`config.mk`:
```
export PLATFORM = sky130hd
export DESIGN_NAME = mmu_top
export DESIGN_NICKNAME = d
export VERILOG_FILES = /design/src/design/sv39_pkg.sv /design/src/design/walk_pkg.sv /design/src/design/mmu_tlb.sv /design/src/design/mmu_ptw.sv /design/src/design/mmu_top.sv
export VERILOG_INCLUDE_DIRS = /design/src /design/src/design
export SDC_FILE = /design/constraint.sdc
export NUM_CORES = 1
export LEC_CHECK = 0
export CAP_MARGIN = 0
export CORE_ASPECT_RATIO = 0.6
export CORE_MARGIN = 1
export CORE_UTILIZATION = 57
export DETAILED_ROUTE_END_ITERATION = 7
export DONT_BUFFER_PORTS = 1
export PLACE_DENSITY = 0.72
export SYNTH_ARGS = -nofsm -noshare
export SYNTH_HDL_FRONTEND = slang
export SYNTH_HIERARCHICAL = 1
export SYNTH_SLANG_ARGS = --single-unit
export TNS_END_PERCENT = 5
```
`constraint.sdc`:
```
create_clock -name clk_i -period 7.45 [get_ports clk_i]
set_clock_uncertainty 0.1 [all_clocks]
set_input_delay 0.3725 -clock clk_i [delete_from_list [all_inputs] [get_ports clk_i]]
set_output_delay 0.3725 -clock clk_i [all_outputs]
set_load 0.05 [all_outputs]
```
`src/design/mmu_params.svh`:
```
`ifndef MMU_PARAMS_SVH
`define MMU_PARAMS_SVH

/////////////////////////////
// Sv39 address geometry
/////////////////////////////

`define VIRT_ADDR_LEN   39
`define PHYS_ADDR_LEN   56
`define PAGE_OFFSET_LEN 12

// Page numbers with the page offset stripped
`define VPN_LEN         27
`define PPN_LEN         44

/////////////////////////////
// Translation unit sizing
/////////////////////////////

`define ASID_LEN        16
`define TLB_ENTRIES     8
`define PT_LEVELS       3

`endif

```
`src/design/sv39_pkg.sv`:
```
`include "mmu_params.svh"

package sv39_pkg;

  ///////////////////////////////
  // Page permissions
  ///////////////////////////////

  // Same bit order as the low byte of a PTE, valid in bit 0
  typedef struct packed {
    logic dirty;
    logic accessed;
    logic is_global;
    logic user;
    logic execute;
    logic write;
    logic read;
    logic valid;
  } page_prot_t;

  ///////////////////////////////
  // Page table entry
  ///////////////////////////////

  // Leaf and pointer share this layout
  typedef struct packed {
    logic [63-`PPN_LEN-10:0] reserved;
    logic [`PPN_LEN-1:0]     ppn;
    logic [1:0]              rsw;
    page_prot_t              perm;
  } sv39_pte_t;

  ///////////////////////////////
  // satp CSR
  ///////////////////////////////

  // Only Sv39 is handled, mode is carried but not decoded
  typedef struct packed {
    logic [3:0]           mode;
    logic [`ASID_LEN-1:0] asid;
    logic [`PPN_LEN-1:0]  ppn;
  } satp_t;

endpackage

```
`src/design/walk_pkg.sv`:
```
package walk_pkg;

  ///////////////////////////////
  // Walker FSM
  ///////////////////////////////

  typedef enum logic [1:0] {
    PTW_IDLE      = 2'd0,
    PTW_READ_REQ  = 2'd1,
    PTW_READ_WAIT = 2'd2,
    PTW_RESPOND   = 2'd3
  } ptw_state_e;

  // Why a walk ended without a usable leaf
  typedef enum logic [1:0] {
    FAULT_NONE       = 2'd0,
    FAULT_INVALID    = 2'd1,
    FAULT_MISALIGNED = 2'd2,
    FAULT_LEVEL      = 2'd3
  } walk_fault_e;

endpackage

```
`src/design/mmu_tlb.sv`:
```
`timescale 1ns/1ps
`include "mmu_params.svh"

module mmu_tlb import sv39_pkg::*; #(
  parameter int unsigned NumEntry = `TLB_ENTRIES,
  parameter int unsigned AsidLen  = `ASID_LEN
) (
  input  logic                clk_i,
  input  logic                rst_ni,

  input  logic [63:0]         satp_i,

  // Lookup from the requester
  input  logic                req_valid_i,
  input  logic [`VPN_LEN-1:0] req_vpn_i,
  output logic                resp_valid_o,
  output logic [`PPN_LEN-1:0] resp_ppn_o,
  output page_prot_t          resp_perm_o,

  input  logic                flush_req_i,
  output logic                flush_resp_o,

  // Walk request toward the PTW
  input  logic                ptw_req_ready_i,
  output logic                ptw_req_valid_o,
  output logic [`VPN_LEN-1:0] ptw_req_vpn_o,

  // Walk result, single cycle pulse
  input  logic                ptw_resp_valid_i,
  input  logic [`PPN_LEN-1:0] ptw_resp_ppn_i,
  input  page_prot_t          ptw_resp_perm_i
);

  localparam int unsigned IdxLen = (NumEntry > 1) ? $clog2(NumEntry) : 1;

  satp_t              satp;
  logic [AsidLen-1:0] cur_asid;

  assign satp     = satp_t'(satp_i);
  assign cur_asid = satp.asid[AsidLen-1:0];

  // Entry storage, only the valid flags are reset
  logic [NumEntry-1:0] valid_q;
  logic [`VPN_LEN-1:0] tag_vpn_q   [NumEntry];
  logic [AsidLen-1:0]  tag_asid_q  [NumEntry];
  logic [`PPN_LEN-1:0] data_ppn_q  [NumEntry];
  page_prot_t          data_perm_q [NumEntry];

  //////////////////////////////
  // Lookup
  //////////////////////////////

  logic [NumEntry-1:0] hit_vec;
  logic                hit;
  logic [`PPN_LEN-1:0] hit_ppn;
  page_prot_t          hit_perm;

  // Faulted entries keep perm.valid low and never match
  always_comb begin
    for (int i = 0; i < NumEntry; i++) begin
      hit_vec[i] = valid_q[i] && data_perm_q[i].valid &&
                   (tag_vpn_q[i] == req_vpn_i) &&
                   (data_perm_q[i].is_global || (tag_asid_q[i] == cur_asid));
    end
  end

  assign hit = |hit_vec;

  always_comb begin
    hit_ppn  = '0;
    hit_perm = '0;
    for (int i = 0; i < NumEntry; i++) begin
      if (hit_vec[i]) begin
        hit_ppn  = data_ppn_q[i];
        hit_perm = data_perm_q[i];
      end
    end
  end

  //////////////////////////////
  // Miss handling
  //////////////////////////////

  logic miss;
  logic ptw_fire;

  assign miss     = req_valid_i && !hit;
  assign ptw_fire = ptw_req_valid_o && ptw_req_ready_i;

  always_ff @(posedge clk_i or negedge rst_ni) begin
    if (!rst_ni) begin
      ptw_req_valid_o <= 1'b0;
    end else if (miss) begin
      ptw_req_valid_o <= 1'b1;
    end else if (ptw_fire) begin
      ptw_req_valid_o <= 1'b0;
    end
  end

  // Also serves as the refill tag once the walk returns
  always_ff @(posedge clk_i) begin
    if (miss) begin
      ptw_req_vpn_o <= req_vpn_i;
    end
  end

  //////////////////////////////
  // Refill and flush
  //////////////////////////////

  logic [IdxLen-1:0] repl_idx_q;

  // Flush wins over a refill in the same cycle
  always_ff @(posedge clk_i or negedge rst_ni) begin
    if (!rst_ni) begin
      valid_q    <= '0;
      repl_idx_q <= '0;
    end else begin
      if (ptw_resp_valid_i) begin
        valid_q[repl_idx_q] <= 1'b1;
        repl_idx_q <= (repl_idx_q == IdxLen'(NumEntry - 1)) ? '0 : repl_idx_q + 1'b1;
      end
      if (flush_req_i) begin
        valid_q <= '0;
      end
    end
  end

  always_ff @(posedge clk_i) begin
    if (ptw_resp_valid_i) begin
      tag_vpn_q[repl_idx_q]   <= ptw_req_vpn_o;
      tag_asid_q[repl_idx_q]  <= cur_asid;
      data_ppn_q[repl_idx_q]  <= ptw_resp_ppn_i;
      data_perm_q[repl_idx_q] <= ptw_resp_perm_i;
    end
  end

  //////////////////////////////
  // Response
  //////////////////////////////

  logic                hit_q;
  logic [`PPN_LEN-1:0] hit_ppn_q;
  page_prot_t          hit_perm_q;

  always_ff @(posedge clk_i or negedge rst_ni) begin
    if (!rst_ni) begin
      hit_q        <= 1'b0;
      flush_resp_o <= 1'b0;
    end else begin
      hit_q        <= req_valid_i && hit;
      flush_resp_o <= flush_req_i;
    end
  end

  always_ff @(posedge clk_i) begin
    if (req_valid_i && hit) begin
      hit_ppn_q  <= hit_ppn;
      hit_perm_q <= hit_perm;
    end
  end

  // Walk result goes straight through while it is being stored
  assign resp_valid_o = hit_q || ptw_resp_valid_i;
  assign resp_ppn_o   = hit_q ? hit_ppn_q : ptw_resp_ppn_i;
  assign resp_perm_o  = hit_q ? hit_perm_q : ptw_resp_perm_i;

endmodule

```
`src/design/mmu_ptw.sv`:
```
`timescale 1ns/1ps
`include "mmu_params.svh"

module mmu_ptw import sv39_pkg::*, walk_pkg::*; (
  input  logic                     clk_i,
  input  logic                     rst_ni,

  input  logic [63:0]              satp_i,

  // Walk request from the TLB
  input  logic                     ptw_req_valid_i,
  input  logic [`VPN_LEN-1:0]      ptw_req_vpn_i,
  output logic                     ptw_req_ready_o,

  // Walk result
  output logic                     ptw_resp_valid_o,
  output logic [`PPN_LEN-1:0]      ptw_resp_ppn_o,
  output page_prot_t               ptw_resp_perm_o,

  // Page table memory port
  output logic                     mem_req_valid_o,
  input  logic                     mem_req_ready_i,
  output logic [`PHYS_ADDR_LEN-1:0] mem_req_addr_o,
  input  logic                     mem_resp_valid_i,
  input  logic [63:0]              mem_resp_data_i,

  output walk_fault_e              fault_o
);

  localparam int unsigned SliceLen = (`VIRT_ADDR_LEN - `PAGE_OFFSET_LEN) / `PT_LEVELS;
  localparam int unsigned LevelLen = $clog2(`PT_LEVELS);
  // 8 bytes per PTE
  localparam int unsigned PteOffLen = `PAGE_OFFSET_LEN - SliceLen;

  ptw_state_e          state_q;
  ptw_state_e          state_d;
  logic [LevelLen-1:0] level_q;
  logic [`VPN_LEN-1:0] vpn_q;
  logic [`PPN_LEN-1:0] table_ppn_q;

  satp_t     satp;
  sv39_pte_t pte;

  assign satp = satp_t'(satp_i);
  assign pte  = sv39_pte_t'(mem_resp_data_i);

  //////////////////////////////
  // Memory request
  //////////////////////////////

  logic [SliceLen-1:0] vpn_slice;

  // Table base plus VPN slice of the current level
  assign vpn_slice       = vpn_q[level_q * SliceLen +: SliceLen];
  assign mem_req_valid_o = (state_q == PTW_READ_REQ);
  assign mem_req_addr_o  = {table_ppn_q, vpn_slice, {PteOffLen{1'b0}}};

  //////////////////////////////
  // PTE decode
  //////////////////////////////

  logic                is_leaf;
  logic                is_pointer;
  logic [`PPN_LEN-1:0] super_mask;
  logic [`PPN_LEN-1:0] vpn_ext;
  logic [`PPN_LEN-1:0] leaf_ppn;
  logic                super_misaligned;
  walk_fault_e         pte_fault;

  assign is_leaf    = pte.perm.read || pte.perm.execute;
  assign is_pointer = pte.perm.valid && !is_leaf;

  // PPN slices below the current level, empty at level 0
  assign super_mask       = ~({`PPN_LEN{1'b1}} << (level_q * SliceLen));
  assign vpn_ext          = {{(`PPN_LEN - `VPN_LEN){1'b0}}, vpn_q};
  assign super_misaligned = |(pte.ppn & super_mask);

  // Superpages become a 4 KiB translation
  assign leaf_ppn = (pte.ppn & ~super_mask) | (vpn_ext & super_mask);

  always_comb begin
    if (!pte.perm.valid) begin
      pte_fault = FAULT_INVALID;
    end else if (is_pointer && (level_q == '0)) begin
      pte_fault = FAULT_LEVEL;
    end else if (is_leaf && super_misaligned) begin
      pte_fault = FAULT_MISALIGNED;
    end else begin
      pte_fault = FAULT_NONE;
    end
  end

  //////////////////////////////
  // Walk FSM
  //////////////////////////////

  logic req_fire;
  logic pte_rcvd;
  logic walk_step;
  logic walk_done;

  assign req_fire  = ptw_req_valid_i && ptw_req_ready_o;
  assign pte_rcvd  = (state_q == PTW_READ_WAIT) && mem_resp_valid_i;
  assign walk_step = pte_rcvd && is_pointer && (pte_fault == FAULT_NONE);
  assign walk_done = pte_rcvd && !walk_step;

  always_comb begin
    state_d = state_q;
    unique case (state_q)
      PTW_IDLE:      if (ptw_req_valid_i) state_d = PTW_READ_REQ;
      PTW_READ_REQ:  if (mem_req_ready_i) state_d = PTW_READ_WAIT;
      PTW_READ_WAIT: begin
        if (walk_step) begin
          state_d = PTW_READ_REQ;
        end else if (walk_done) begin
          state_d = PTW_RESPOND;
        end
      end
      PTW_RESPOND:   state_d = PTW_IDLE;
      default:       state_d = PTW_IDLE;
    endcase
  end

  always_ff @(posedge clk_i or negedge rst_ni) begin
    if (!rst_ni) begin
      state_q <= PTW_IDLE;
      level_q <= '0;
      fault_o <= FAULT_NONE;
    end else begin
      state_q <= state_d;
      if (req_fire) begin
        level_q <= LevelLen'(`PT_LEVELS - 1);
      end else if (walk_step) begin
        level_q <= level_q - 1'b1;
      end
      if (walk_done) begin
        fault_o <= pte_fault;
      end
    end
  end

  //////////////////////////////
  // Walk payload and result
  //////////////////////////////

  page_prot_t resp_perm_d;

  // Faults hand back the PTE flags with valid forced low
  always_comb begin
    resp_perm_d       = pte.perm;
    resp_perm_d.valid = (pte_fault == FAULT_NONE);
  end

  always_ff @(posedge clk_i) begin
    if (req_fire) begin
      vpn_q       <= ptw_req_vpn_i;
      table_ppn_q <= satp.ppn;
    end else if (walk_step) begin
      table_ppn_q <= pte.ppn;
    end
    if (walk_done) begin
      ptw_resp_ppn_o  <= (pte_fault == FAULT_NONE) ? leaf_ppn : '0;
      ptw_resp_perm_o <= resp_perm_d;
    end
  end

  assign ptw_req_ready_o  = (state_q == PTW_IDLE);
  assign ptw_resp_valid_o = (state_q == PTW_RESPOND);

endmodule

```
`src/design/mmu_top.sv`:
```
`timescale 1ns/1ps
`include "mmu_params.svh"

module mmu_top import sv39_pkg::*, walk_pkg::*; (
  input  logic                      clk_i,
  input  logic                      rst_ni,

  input  logic [63:0]               satp_i,

  // Lookup port
  input  logic                      req_valid_i,
  input  logic [`VPN_LEN-1:0]       req_vpn_i,
  output logic                      resp_valid_o,
  output logic [`PPN_LEN-1:0]       resp_ppn_o,
  output page_prot_t                resp_perm_o,

  input  logic                      flush_req_i,
  output logic                      flush_resp_o,

  // Page table memory port
  output logic                      mem_req_valid_o,
  input  logic                      mem_req_ready_i,
  output logic [`PHYS_ADDR_LEN-1:0] mem_req_addr_o,
  input  logic                      mem_resp_valid_i,
  input  logic [63:0]               mem_resp_data_i,

  // Cause of the most recent walk end, for debug
  output walk_fault_e               walk_fault_o
);

  // TLB to walker
  logic                ptw_req_valid;
  logic                ptw_req_ready;
  logic [`VPN_LEN-1:0] ptw_req_vpn;
  logic                ptw_resp_valid;
  logic [`PPN_LEN-1:0] ptw_resp_ppn;
  page_prot_t          ptw_resp_perm;

  mmu_tlb #(
    .NumEntry (`TLB_ENTRIES),
    .AsidLen  (`ASID_LEN)
  ) i_tlb (
    .clk_i            (clk_i),
    .rst_ni           (rst_ni),
    .satp_i           (satp_i),
    .req_valid_i      (req_valid_i),
    .req_vpn_i        (req_vpn_i),
    .resp_valid_o     (resp_valid_o),
    .resp_ppn_o       (resp_ppn_o),
    .resp_perm_o      (resp_perm_o),
    .flush_req_i      (flush_req_i),
    .flush_resp_o     (flush_resp_o),
    .ptw_req_ready_i  (ptw_req_ready),
    .ptw_req_valid_o  (ptw_req_valid),
    .ptw_req_vpn_o    (ptw_req_vpn),
    .ptw_resp_valid_i (ptw_resp_valid),
    .ptw_resp_ppn_i   (ptw_resp_ppn),
    .ptw_resp_perm_i  (ptw_resp_perm)
  );

  mmu_ptw i_ptw (
    .clk_i            (clk_i),
    .rst_ni           (rst_ni),
    .satp_i           (satp_i),
    .ptw_req_valid_i  (ptw_req_valid),
    .ptw_req_vpn_i    (ptw_req_vpn),
    .ptw_req_ready_o  (ptw_req_ready),
    .ptw_resp_valid_o (ptw_resp_valid),
    .ptw_resp_ppn_o   (ptw_resp_ppn),
    .ptw_resp_perm_o  (ptw_resp_perm),
    .mem_req_valid_o  (mem_req_valid_o),
    .mem_req_ready_i  (mem_req_ready_i),
    .mem_req_addr_o   (mem_req_addr_o),
    .mem_resp_valid_i (mem_resp_valid_i),
    .mem_resp_data_i  (mem_resp_data_i),
    .fault_o          (walk_fault_o)
  );

endmodule

```
==> results by group <==
Die
  • Initial Util: roughly 58%
  • # rows: 75
  • Die Wd: 347 microns
  • Die area: approximately 73000 sq um
  • Die H: between 200 and 250 microns
  • Core box area: roughly 70000 sq um
  • Boundary Pins: between 200 and 300

Place
  • Placed Cells: about 3400
  • Pre-CTS setup slack: approximately 2600 ps
  • Gpl congestion: 0.843
  • Port bufs: 0
  • Hpwl dp: about 63000 microns

Worst setup path
  • Crit Path Class: flop to flop
  • Worst reg2reg setup slack: roughly 2400 ps
  • Kind of start point of the critical path: flop
  • Required time of the worst setup path: 7670 ps
  • CP max FO: 53
  • Worst Path Arrival: 5240 ps
  • Crit end category: flop

Global route
  • Vias in the first global route: ~23000
  • Largest net degree at the start of global routing: 67
  • GRT Total Usage: between 30% and 40%
  • Initial antenna violation count: 16
  • Met2 Resource Use GR: a little under half
  • Grt ovf: 0
  • First-pass GRT wire length: between 150000 and 200000 microns
  • Met1 global-route usage: a little over two fifths
  • Met3 Use GR: about 9.8%
  • GRT Max-Usage Layer: met2

Clocking
  • CTS tree: yes
  • Total CTS buffers: 86
  • CTS resizes: 0
  • CTS Buffer Depth: 3
  • Sinks on Clock Net: approximately 1000
  • Root Driver: clkbuf_16
  • Reg clk slew, reported paths: around 70 ps
  • Clk_lat worst skew: 650 ps
  • H-tree level count: 3

Finish
  • Layout overhead on the synthesized area: 12.3%
  • Share of layout cells above drive strength 1: 14.4%
  • Layout Utilization: roughly two thirds
  • Nets: between 2000 and 3000
  • Final cell count without fillers: between 3000 and 4000

Routing
  • DRT Pass-1 Iters: 6
  • Vias per cell: ~6.3
  • # DRC: 0
  • Post-Route WL: 111000 microns
  • Via Count: 23700
  • DR iter-0 viols: between 3000 and 4000
  • Routed WL per cell: between 20 and 30 microns
  • ANT nets after route: 0

Outcome
  • Status: finished, final reports clean

Timing
  • Period Utilization, post-route: between 60% and 70%
  • Slew HR: around an eighth
  • Final Critical Period: roughly 5000 ps
  • Worst-margin pin slew: 1290 ps
  • Fin. Hold Viols: 0
  • RSZ-0062 raised after global routing: no
  • Worst hold margin: between 30 and 40 ps
  • Final setup violation count: 0
  • Worst setup margin: 2430 ps
  • Max frequency: roughly 0.2 GHz
  • Slew Viols, Final: 0

Synthesis
  • Top cells by area, synth: edfxtp_1 (71%), xor2_1 (4.6%), mux2_2 (3.4%)
  • Synth Area in Compound Gates: 7.91%
  • Share of flip-flops with an asynchronous set or reset: ~2%
  • Mux cell area share after synthesis: 3.72%
  • Most frequent cells after synthesis: edfxtp_1 (962), xor2_1 (212), a21oi_1 (200)
  • Simple-gate share of the synthesized area: between 5 and 6%
  • Number of synthesized flops with an enable pin: between 900 and 1000
  • Mapped Cells: between 2000 and 3000
  • Synth Register Bits: approximately 980
  • Yosys warns: 6
  • Cell Area, Synth: 40700 sq um
  • Post-synthesis sequential area ratio: around 70%
  • Post-synthesis xor/xnor area fraction: around 7.4%
  • Yosys top cell area share: between 70% and 80%
  • Largest family of logic cells by synthesized area: compound AO/OA/AOI/OAI gates
  • Cell variety after synth: 60
  • Adder-Cell Fraction of Synth Area: 0.154%
  • Top FF cell, synth: edfxtp_1
  • Synth area leader: edfxtp_1
  • Count leader, synth: edfxtp_1
  • Mean Syn Cell Area: 15.5 sq um

Pwr
  • VDD IR max: around 0.00025 V
  • Pwr Density: slightly below 300 nW/um^2
  • Static Leak: roughly 0.015 uW

Flow run
  • Max-Cap Viols: 0

Hold path
  • Hold WC Path Type: input pin to flop
[cells by family (layout without fill, tap and decap cells)]
kind of cell | Yosys count | after routing
AND/OR/NAND/NOR | 447 | 447
other | 1 | 7
buffers and inverters | 271 | 455
adder cells (fa/ha/maj) | 5 | 5
multiplexers | 135 | 135
AO/OA/AOI/OAI | 437 | 437
flip-flops | 982 | 982
XOR/XNOR | 345 | 345
[registers in the layout (all words and copies together) (netlist names)]
register / count
i_tlb/ptw_req_valid_o: 1
i_ptw/state_q: 2
i_tlb/hit_q: 1
i_tlb/repl_idx_q: 3
i_tlb/ptw_req_vpn_o: 27
i_tlb/hit_perm_q: 8
i_ptw/ptw_resp_perm_o: 8
i_ptw/vpn_q: 27
i_tlb/hit_ppn_q: 44
i_ptw/table_ppn_q: 44
i_tlb/flush_resp_o: 1
i_tlb/valid_q: 8
i_tlb/data_ppn_q: 352
i_ptw/ptw_resp_ppn_o: 44
i_tlb/tag_vpn_q: 216
i_ptw/fault_o: 2
i_tlb/tag_asid_q: 128
i_ptw/level_q: 2
i_tlb/data_perm_q: 64
[stage by stage]
step	area (sq um)	TNS [ps]	total power (uW)
floorplan	40700	-51980	8470
global placement	41500	0	8850
detailed placement	41500	0	8920
CTS	45700	0	13400
global route	45700	0	13800
finish	45700	0	13400
[metal layers]
layer,routed length [microns],up-vias
li1,-,10100
met1,44200,11900
met2,49200,1454
met3,14700,235
met4,3100,26
met5,174,-
[worst max-delay path, cell delays in order, from the launching register on]
cell and delay [ps]:
edfxtp_1 400, xor2_1 160, nor4_1 490, nand4_1 410
nor4_1 670, o21a_2 240, buf_4 690, nand2b_4 280
nor4bb_1 90, inv_1 70, and2_2 660, buf_12 360
[cell type report]
cell class | count | area, sq um
sequential | 982 | 29400
fill | 4788 | 24600
multi-input combinational | 1372 | 10200
clock buffer | 118 | 2410
timing repair buffer | 189 | 1820
tap | 924 | 1160
inverter | 108 | 405
clock inverter | 40 | 332
antenna | 4 | 10.0
[report_power, final]
group          leakage [uW]  internal [uW]  switching (uW)  total, uW
clock network       0.00134           2440            1960       4400
logic               0.00463            511            1080       1590
registers           0.00913           6750             676       7430
[placed cells by master, fill, tap and decap left out, drive strengths merged, types with 4 or more instances in the layout]
cell type	n
mux2i	9
xnor2	133
o21ai	113
o32ai	50
a21oi	200
mux2	126
ha	5
diode	4
nor2	182
dfrtp	20
o21a	5
and2	5
nand3	5
edfxtp	962
a221oi	50
dlygate4sd3	147
nand2	76
clkbuf	118
nand4	86
inv	111
nand2b	6
xor2	212
clkinv	30
bufinv	5
nor3	9
nor4	66
buf	42
[path summary, 6_finish.rpt]
check / start / depth (start not counted) / end
worst max-delay path: i_tlb/tag_vpn_q[6][18]$_DFFE_PP_ / 11 / i_tlb/hit_ppn_q[32]$_DFFE_PP_
worst min-delay path: mem_resp_data_i[24] / 3 / i_ptw/ptw_resp_ppn_o[14]$_SDFFCE_PP0P_
worst max register to register: i_tlb/tag_vpn_q[6][18]$_DFFE_PP_ / 11 / i_tlb/hit_ppn_q[32]$_DFFE_PP_
worst min register to register: i_tlb/valid_q[4]$_DFFE_PN0P_ / 2 / i_tlb/valid_q[4]$_DFFE_PN0P_
max in group asynchronous: rst_ni / 2 / i_tlb/hit_q$_DFF_PN0_
min in group asynchronous: rst_ni / 2 / i_tlb/flush_resp_o$_DFF_PN0_
[what timing repair did]
item                      CTS  global route
setup buffers               0             0
hold endpoints to repair  264             0
hold buffers              148             0
(Power assumes the default switching activity.)
